[config.mk]
export PLATFORM = sky130hd
export DESIGN_NAME = fifo_ctrl_top
export DESIGN_NICKNAME = d
export VERILOG_FILES = /design/src/verilog/fifo_pkg.sv /design/src/verilog/fifo_push_ctrl_core.sv /design/src/verilog/fifo_pop_ctrl_core.sv /design/src/verilog/fifo_occupancy.sv /design/src/verilog/fifo_flop_ram.sv /design/src/verilog/fifo_ctrl_top.sv
export SDC_FILE = /design/constraint.sdc
export NUM_CORES = 1
export LEC_CHECK = 0
export BUFFER_PORTS_ARGS = -buffer_cell sky130_fd_sc_hd__buf_2
export CORE_UTILIZATION = 34
export CTS_CLUSTER_SIZE = 12
export DETAILED_ROUTE_END_ITERATION = 12
export GPL_TIMING_DRIVEN = 0
export PLACE_DENSITY = 0.52
export SLEW_MARGIN = 20
export SYNTH_ARGS = -nofsm -noshare
export SYNTH_HDL_FRONTEND = slang
export SYNTH_HIERARCHICAL = 1
export SYNTH_SLANG_ARGS = --single-unit
[constraint.sdc]
create_clock -name clk -period 8.15 [get_ports clk]
set_input_delay 0 -clock clk [delete_from_list [all_inputs] [get_ports clk]]
set_output_delay 0 -clock clk [all_outputs]
set_load 0.02 [all_outputs]
[src/verilog/fifo_pkg.sv]
// ------------------------------
// Shared sizes and the item struct
// for the flop-based FIFO
// ------------------------------

package fifo_pkg;

  // ------------------------------
  // Storage sizing
  // ------------------------------

  // RAM entries, power of two so addresses wrap on their own
  localparam int FIFO_DEPTH = 4;

  // RAM address width
  localparam int FIFO_ADDR_W = $clog2(FIFO_DEPTH);

  // Item count in the RAM, must reach FIFO_DEPTH itself
  localparam int FIFO_COUNT_W = $clog2(FIFO_DEPTH + 1);

  // Empty FIFO may hand a beat straight to the output stage
  localparam bit FIFO_ENABLE_BYPASS = 1'b1;

  // ------------------------------
  // Item layout
  // ------------------------------

  // Tag field width
  localparam int FIFO_TAG_W = 4;

  // Payload field width
  localparam int FIFO_PAYLOAD_W = 16;

  // One FIFO entry
  // Same type on push port, bypass, RAM and pop port
  typedef struct packed {
    logic [FIFO_TAG_W-1:0]     tag;
    logic [FIFO_PAYLOAD_W-1:0] payload;
  } fifo_item_t;

endpackage

[src/verilog/fifo_push_ctrl_core.sv]
// ------------------------------
// Push control core with bypass
// steering and RAM write address
// ------------------------------

`timescale 1ns/1ps

module fifo_push_ctrl_core #(
  parameter bit EnableBypass = 1'b1
) (
  input  logic                            clk,
  input  logic                            rst_n,

  // Push port
  input  logic                            push_valid,
  input  fifo_pkg::fifo_item_t            push_item,
  output logic                            push_ready,

  // Bypass path toward the pop core
  input  logic                            bypass_ready,
  output logic                            bypass_valid,
  output fifo_pkg::fifo_item_t            bypass_item,

  // RAM write side
  output logic                            ram_wr_valid,
  output logic [fifo_pkg::FIFO_ADDR_W-1:0] ram_wr_addr,
  output fifo_pkg::fifo_item_t            ram_wr_item,

  // From occupancy tracker
  input  logic                            full
);

  import fifo_pkg::*;

  logic                   push_beat;
  logic [FIFO_ADDR_W-1:0] wr_addr_q;

  // ------------------------------
  // Flow control
  // ------------------------------

  // Ready only looks at the tracker, never at push_valid
  assign push_ready = !full;
  assign push_beat  = push_valid && push_ready;

  // ------------------------------
  // Write address
  // ------------------------------

  // Wraps at FIFO_DEPTH through natural overflow
  always_ff @(posedge clk or negedge rst_n) begin
    if (!rst_n) begin
      wr_addr_q <= '0;
    end else if (ram_wr_valid) begin
      wr_addr_q <= wr_addr_q + FIFO_ADDR_W'(1);
    end
  end

  assign ram_wr_addr = wr_addr_q;
  assign ram_wr_item = push_item;

  // ------------------------------
  // Bypass or RAM steering
  // ------------------------------

  if (EnableBypass) begin : gen_bypass
    // Offer every beat to the pop core
    assign bypass_valid = push_valid;
    assign bypass_item  = push_item;
    // RAM only takes what the pop core turned away
    assign ram_wr_valid = push_beat && !bypass_ready;
  end else begin : gen_no_bypass
    // Bypass outputs parked
    assign bypass_valid = 1'b0;
    assign bypass_item  = '0;
    // Every beat goes through the RAM
    assign ram_wr_valid = push_beat;
  end

  // No RAM write may land on a full array
  a_no_write_when_full : assert property (
    @(posedge clk) disable iff (!rst_n)
    !(ram_wr_valid && full)
  );

endmodule

[src/verilog/fifo_pop_ctrl_core.sv]
// ------------------------------
// Pop control core with output stage,
// RAM read address and bypass intake
// ------------------------------

`timescale 1ns/1ps

module fifo_pop_ctrl_core #(
  parameter bit EnableBypass = 1'b1
) (
  input  logic                            clk,
  input  logic                            rst_n,

  // Bypass path from the push core
  input  logic                            bypass_valid,
  input  fifo_pkg::fifo_item_t            bypass_item,
  output logic                            bypass_ready,

  // RAM read side
  input  logic                            empty,
  output logic                            ram_rd_valid,
  output logic [fifo_pkg::FIFO_ADDR_W-1:0] ram_rd_addr,
  input  fifo_pkg::fifo_item_t            ram_rd_item,

  // Pop port
  input  logic                            pop_ready,
  output logic                            pop_valid,
  output fifo_pkg::fifo_item_t            pop_item
);

  import fifo_pkg::*;

  logic                   stage_valid_q;
  fifo_item_t             stage_item_q;
  logic [FIFO_ADDR_W-1:0] rd_addr_q;
  logic                   stage_free;
  logic                   bypass_beat;

  // ------------------------------
  // Stage availability
  // ------------------------------

  // Stage can take a new item when empty or being popped now
  assign stage_free = !stage_valid_q || pop_ready;

  // RAM read whenever something is stored and the stage has room
  assign ram_rd_valid = !empty && stage_free;

  if (EnableBypass) begin : gen_bypass
    // Bypass only when nothing older sits in the RAM
    assign bypass_ready = empty && stage_free;
    assign bypass_beat  = bypass_valid && bypass_ready;
  end else begin : gen_no_bypass
    // Path closed, all items come from the RAM
    assign bypass_ready = 1'b0;
    assign bypass_beat  = 1'b0;
  end

  // ------------------------------
  // Read address
  // ------------------------------

  always_ff @(posedge clk or negedge rst_n) begin
    if (!rst_n) begin
      rd_addr_q <= '0;
    end else if (ram_rd_valid) begin
      rd_addr_q <= rd_addr_q + FIFO_ADDR_W'(1);
    end
  end

  assign ram_rd_addr = rd_addr_q;

  // ------------------------------
  // Output stage
  // ------------------------------

  // Valid flag
  always_ff @(posedge clk or negedge rst_n) begin
    if (!rst_n) begin
      stage_valid_q <= 1'b0;
    end else if (ram_rd_valid || bypass_beat) begin
      stage_valid_q <= 1'b1;
    end else if (pop_ready) begin
      // Popped with nothing behind it
      stage_valid_q <= 1'b0;
    end
  end

  // Data, RAM first so older items leave first
  always_ff @(posedge clk) begin
    if (ram_rd_valid) begin
      stage_item_q <= ram_rd_item;
    end else if (bypass_beat) begin
      stage_item_q <= bypass_item;
    end
  end

  assign pop_valid = stage_valid_q;
  assign pop_item  = stage_item_q;

  // Stalled beat keeps its data and its valid
  a_pop_stable : assert property (
    @(posedge clk) disable iff (!rst_n)
    (pop_valid && !pop_ready) |=> (pop_valid && $stable(pop_item))
  );

endmodule

[src/verilog/fifo_occupancy.sv]
// ------------------------------
// RAM item count with registered
// full and empty flags
// ------------------------------

`timescale 1ns/1ps

module fifo_occupancy (
  input  logic                             clk,
  input  logic                             rst_n,
  input  logic                             ram_wr_valid,
  input  logic                             ram_rd_valid,
  output logic                             full,
  output logic                             empty,
  output logic [fifo_pkg::FIFO_COUNT_W-1:0] ram_count
);

  import fifo_pkg::*;

  logic [FIFO_COUNT_W-1:0] count_q;
  logic [FIFO_COUNT_W-1:0] count_next;
  logic                    full_q;
  logic                    empty_q;

  // Next count
  // Write and read together cancel out
  always_comb begin
    unique case ({ram_wr_valid, ram_rd_valid})
      2'b10:   count_next = count_q + FIFO_COUNT_W'(1);
      2'b01:   count_next = count_q - FIFO_COUNT_W'(1);
      default: count_next = count_q;
    endcase
  end

  // Flags follow the next count so they match count_q every cycle
  always_ff @(posedge clk or negedge rst_n) begin
    if (!rst_n) begin
      count_q <= '0;
      full_q  <= 1'b0;
      empty_q <= 1'b1;
    end else begin
      count_q <= count_next;
      full_q  <= (count_next == FIFO_COUNT_W'(FIFO_DEPTH));
      empty_q <= (count_next == '0);
    end
  end

  assign full      = full_q;
  assign empty     = empty_q;
  assign ram_count = count_q;

  // Count bounded by the array
  a_count_max : assert property (
    @(posedge clk) disable iff (!rst_n)
    ram_count <= FIFO_DEPTH
  );

  // Pop core never reads an empty RAM
  a_no_underflow : assert property (
    @(posedge clk) disable iff (!rst_n)
    (ram_count == '0) |-> !ram_rd_valid
  );

endmodule

[src/verilog/fifo_flop_ram.sv]
// ------------------------------
// Flop array storage, clocked write
// and combinational read
// ------------------------------

`timescale 1ns/1ps

module fifo_flop_ram (
  input  logic                            clk,

  // Write port
  input  logic                            wr_valid,
  input  logic [fifo_pkg::FIFO_ADDR_W-1:0] wr_addr,
  input  fifo_pkg::fifo_item_t            wr_item,

  // Read port
  input  logic [fifo_pkg::FIFO_ADDR_W-1:0] rd_addr,
  output fifo_pkg::fifo_item_t            rd_item
);

  import fifo_pkg::*;

  // ------------------------------
  // Storage
  // ------------------------------

  // Contents unknown until first written
  fifo_item_t mem_q [FIFO_DEPTH];

  // One entry per edge at most
  always_ff @(posedge clk) begin
    if (wr_valid) begin
      mem_q[wr_addr] <= wr_item;
    end
  end

  // ------------------------------
  // Read
  // ------------------------------

  // Same-cycle read, stage captures it on the edge
  assign rd_item = mem_q[rd_addr];

endmodule

[src/verilog/fifo_ctrl_top.sv]
// ------------------------------
// FIFO top, push and pop cores,
// occupancy tracker and flop RAM
// ------------------------------

`timescale 1ns/1ps

module fifo_ctrl_top (
  input  logic                             clk,
  input  logic                             rst_n,

  // Push port
  input  logic                             push_valid,
  input  fifo_pkg::fifo_item_t             push_item,
  output logic                             push_ready,

  // Pop port
  input  logic                             pop_ready,
  output logic                             pop_valid,
  output fifo_pkg::fifo_item_t             pop_item,

  // RAM occupancy, output stage not counted
  output logic [fifo_pkg::FIFO_COUNT_W-1:0] fifo_ram_count
);

  import fifo_pkg::*;

  // Bypass path
  logic                   bypass_valid;
  logic                   bypass_ready;
  fifo_item_t             bypass_item;

  // RAM write and read
  logic                   ram_wr_valid;
  logic [FIFO_ADDR_W-1:0] ram_wr_addr;
  fifo_item_t             ram_wr_item;
  logic                   ram_rd_valid;
  logic [FIFO_ADDR_W-1:0] ram_rd_addr;
  fifo_item_t             ram_rd_item;

  // Tracker flags
  logic                   full;
  logic                   empty;

  // ------------------------------
  // Push side
  // ------------------------------

  fifo_push_ctrl_core #(
    .EnableBypass(FIFO_ENABLE_BYPASS)
  ) u_push_ctrl (
    .clk,
    .rst_n,
    .push_valid,
    .push_item,
    .push_ready,
    .bypass_ready,
    .bypass_valid,
    .bypass_item,
    .ram_wr_valid,
    .ram_wr_addr,
    .ram_wr_item,
    .full
  );

  // ------------------------------
  // Pop side
  // ------------------------------

  fifo_pop_ctrl_core #(
    .EnableBypass(FIFO_ENABLE_BYPASS)
  ) u_pop_ctrl (
    .clk,
    .rst_n,
    .bypass_valid,
    .bypass_item,
    .bypass_ready,
    .empty,
    .ram_rd_valid,
    .ram_rd_addr,
    .ram_rd_item,
    .pop_ready,
    .pop_valid,
    .pop_item
  );

  // Occupancy of the RAM only
  fifo_occupancy u_occupancy (
    .clk,
    .rst_n,
    .ram_wr_valid,
    .ram_rd_valid,
    .full,
    .empty,
    .ram_count(fifo_ram_count)
  );

  // Storage
  fifo_flop_ram u_ram (
    .clk,
    .wr_valid(ram_wr_valid),
    .wr_addr (ram_wr_addr),
    .wr_item (ram_wr_item),
    .rd_addr (ram_rd_addr),
    .rd_item (ram_rd_item)
  );

endmodule

==> run_results.csv <==
group,metric,value,unit
sta,fin_ws,5.63,ns
route,ant_nets,0,
sta,rsz0062_at_grt,"false",
worst_setup_path,cp.required,8.43,ns
place,gp_congestion,0.640,
sta,slew_viol_final,0,
place,numPortBuffers,28,
power_and_ir_drop,peakVddDrop,0.174,mV
worst_setup_path,startpoint,"u_pop_ctrl/pop_valid",
grt,grt_max_degree,21,
sta,timing.slew.headroom,52.8,%
power_and_ir_drop,clkPwrFrac,23.5,%
die,ios,49,
cts,clockBufferDepth,2,
synth,synth_ff_type,"edfxtp_1",
place,dpl.hpwl,4740,um
sta,clock_skew,0.00783,ns
layout,drive_gt1_share,47.7,%
synth,synth-edff-count,100,
die,die_h,119,um
power_and_ir_drop,seqPwrFrac,45.8,%
worst_setup_path,endpoint_kind,"flip-flop",
sta,fmax,397,MHz
die,die_w,119,um
sta,setup-violations-final,0,
route,drt_iter0_markers,117,
worst_setup_path,crit_path_start_kind,"flip-flop",
grt,grt_pass1_wl,12000,um
power_and_ir_drop,swShare,27.9,%
synth,yosys_register_bits,110,
min_path,hp-class,"in -> async",
route,drcViolationCount,0,
place,dp_slack,5.60,ns
sta,fin_crit_sh,30.9,%
synth,synth_nets,257,
route,avgRoutedWirePerCell,15.9,um
sta,min_period,2.52,ns
cts,clk_pin_slew_worst_paths,0.07,ns
layout,nets,321,
grt,antenna_found_initial,0,
cts,clk_latency,0.34,ns
status,status,"completed",
die,rows,42,
route,vias_per_cell,4.33,
layout,diodes,0,
worst_setup_path,worstPathArrival,2.80,ns
power_and_ir_drop,internal_power,0.00127,W
grt,grt_pass1_vias,2204,
route,vias,2062,
die,start_util,35.1,%
worst_setup_path,path_max_fanout,6,
synth,async_flop_share,9.09,%
power_and_ir_drop,combPwrFrac,30.7,%
synth,syn_area_per_cell,20.2,sq um
layout,nFillCells,1186,
worst_setup_path,critical_path_class,"reg -> reg",
power_and_ir_drop,p_leak,2.05,nW
die,dieArea,14200,sq um
cts,clock-sinks,110,
cts,root_buffer,"clkbuf_16",
layout,areaGrowthSynthToFinish,19.4,%
synth,seq_area_frac_synth,69.8,%
route,drt_wl_total,7580,um
synth,syn-cell-area,4660,sq um
sta,setup_tns,0,ns
sta,worstMarginPinSlew,0.706,ns
sta,hold_violations,0,
grt,grt_overflow,0,
layout,final_area,5570,sq um
synth,syn_inst,231,
job,drv_cap,0,
synth,yosys.cell_types.count,30,
place,place_area,5060,sq um
route,drtPass1Iterations,4,
cts,cts_tree,"built",
die,core_area,13300,sq um
grt,grt_usage,11.4,%
power_and_ir_drop,power.switching,0.000492,W
synth,yosysWarnings,6,
worst_setup_path,r2r_start,"u_pop_ctrl/pop_valid",
cts,cts.htree.levels,3,
cts,cts_buffers,9,
power_and_ir_drop,powerDensity,317,nW/um^2
## Yosys cell counts, types with 2 or more instances
cell | n | area [sq um]
edfxtp_1 | 100 | 3000
buf_4 | 41 | 308
mux4_2 | 20 | 450
mux2_4 | 18 | 270
dfrtp_1 | 9 | 225
buf_6 | 4 | 45.0
inv_1 | 4 | 15.0
xor2_1 | 4 | 35.0
mux2_2 | 3 | 33.8
nor3b_1 | 3 | 22.5
xnor2_1 | 3 | 26.3
and3b_1 | 2 | 17.5
buf_2 | 2 | 10.0
nor2_1 | 2 | 7.51
## critical path: stages (launching register included)
cell     delay (ns)
dfrtp_1        0.36
nor2b_4        0.25
and2b_1        0.24
nor3b_4        0.28
inv_1          0.08
ha_1           0.27
fa_1           0.43
xnor2_2        0.17
xnor2_1        0.23
a22o_1         0.16
## flip-flops by register name, summed over array words and instances, names as in the netlist
register and flops:
u_ram/mem_q 80, u_pop_ctrl/pop_item 20, u_pop_ctrl/pop_valid 1, u_occupancy/ram_count 3, u_push_ctrl/ram_wr_addr 2, u_occupancy/empty 1, u_pop_ctrl/ram_rd_addr 2, u_occupancy/full 1
## final timing paths
check                                                 end  slack [ns]  cells past startpoint
worst max-delay path                    u_occupancy/empty        5.63                      9
worst min-delay path             u_occupancy/ram_count[2]        0.05                      2
worst max register to register          u_occupancy/empty        5.63                      9
worst min register to register  u_pop_ctrl/ram_rd_addr[1]        0.49                      1
max in group asynchronous               u_occupancy/empty        7.84                      2
min in group clk                     u_pop_ctrl/pop_valid        0.05                      4
## layer usage
| metal | track usage (%) | wire length [um] |
|---|---|---|
| met4 | 4.75 | 108 |
| met1 | 15.5 | 3630 |
| met2 | 17.5 | 3550 |
| met5 | 0 | 0 |
| met3 | 3.02 | 292 |
## logic make-up (layout without fill, tap and decap cells)
| group | count (synthesis) | after routing | synth area share, % |
|---|---|---|---|
| flops | 110 | 110 | 69.8 |
| buf+inv | 51 | 120 | 8.11 |
| mux | 41 | 41 | 16.2 |
| simple gates | 17 | 17 | 2.98 |
| xor+xnor | 8 | 8 | 1.66 |
| fa+ha+maj | 2 | 2 | 0.698 |
| compound gates | 2 | 2 | 0.537 |
## timing repair
action	CTS	global route
setup buffers	0	0
gates resized for setup	0	0
hold endpoints to repair	111	0
hold buffers	22	0
## cell type report
type / count / area (sq um) / share of cell area, %
clock inverters: 1 / 5.00 / 0.0899
plain buffers: 47 / 363 / 6.52
flip-flops and latches: 110 / 3250 / 58.5
inverters: 4 / 15.0 / 0.270
clock buffers: 15 / 278 / 4.99
multi-input cells: 70 / 1040 / 18.8
repair buffers: 53 / 387 / 6.95
well taps: 176 / 220 / 3.96
## power groups by stage
stage | Combinational (W) | Sequential, W | Clock, W
after floorplan | 0.000368 | 0.000859 | 0
after global placement | 0.000532 | 0.000820 | 0
after detailed placement | 0.000543 | 0.000822 | 0
after CTS | 0.000555 | 0.000809 | 0.000428
after global routing | 0.000588 | 0.000821 | 0.000448
final | 0.000542 | 0.000807 | 0.000414
## cells in the final DEF (no fill, tap or decap), types with 2 or more instances in the layout
cell type      netlist  routed
buf_2                2      30
dlygate4sd3_1        0      22
edfxtp_1           100     100
mux4_2              20      20
and3b_2              0       2
xnor2_1              3       3
xor2_1               4       4
inv_1                4       4
buf_4               41      43
mux2_4              18      18
nor3b_1              3       2
clkbuf_16            0       9
mux2_2               3       3
nor2_4               1       2
buf_6                4       5
clkbuf_1             0       3
dfrtp_1              9       9
clkbuf_8             0       3
## per-stage QoR
| stage | hold slack (ns) | power [W] | cells | utilization, % |
|---|---|---|---|---|
| after floorplan | -0.296 | 0.00123 | 231 | - |
| after global placement | -0.126 | 0.00135 | 435 | 37.8 |
| after detailed placement | -0.123 | 0.00136 | 438 | 38.1 |
| after CTS | 0.0408 | 0.00179 | 476 | 41.9 |
| after global routing | 0.0511 | 0.00186 | 476 | 41.9 |
| final | 0.0492 | 0.00176 | 476 | 41.9 |
Note: power is estimated with default switching activity, not from simulation.
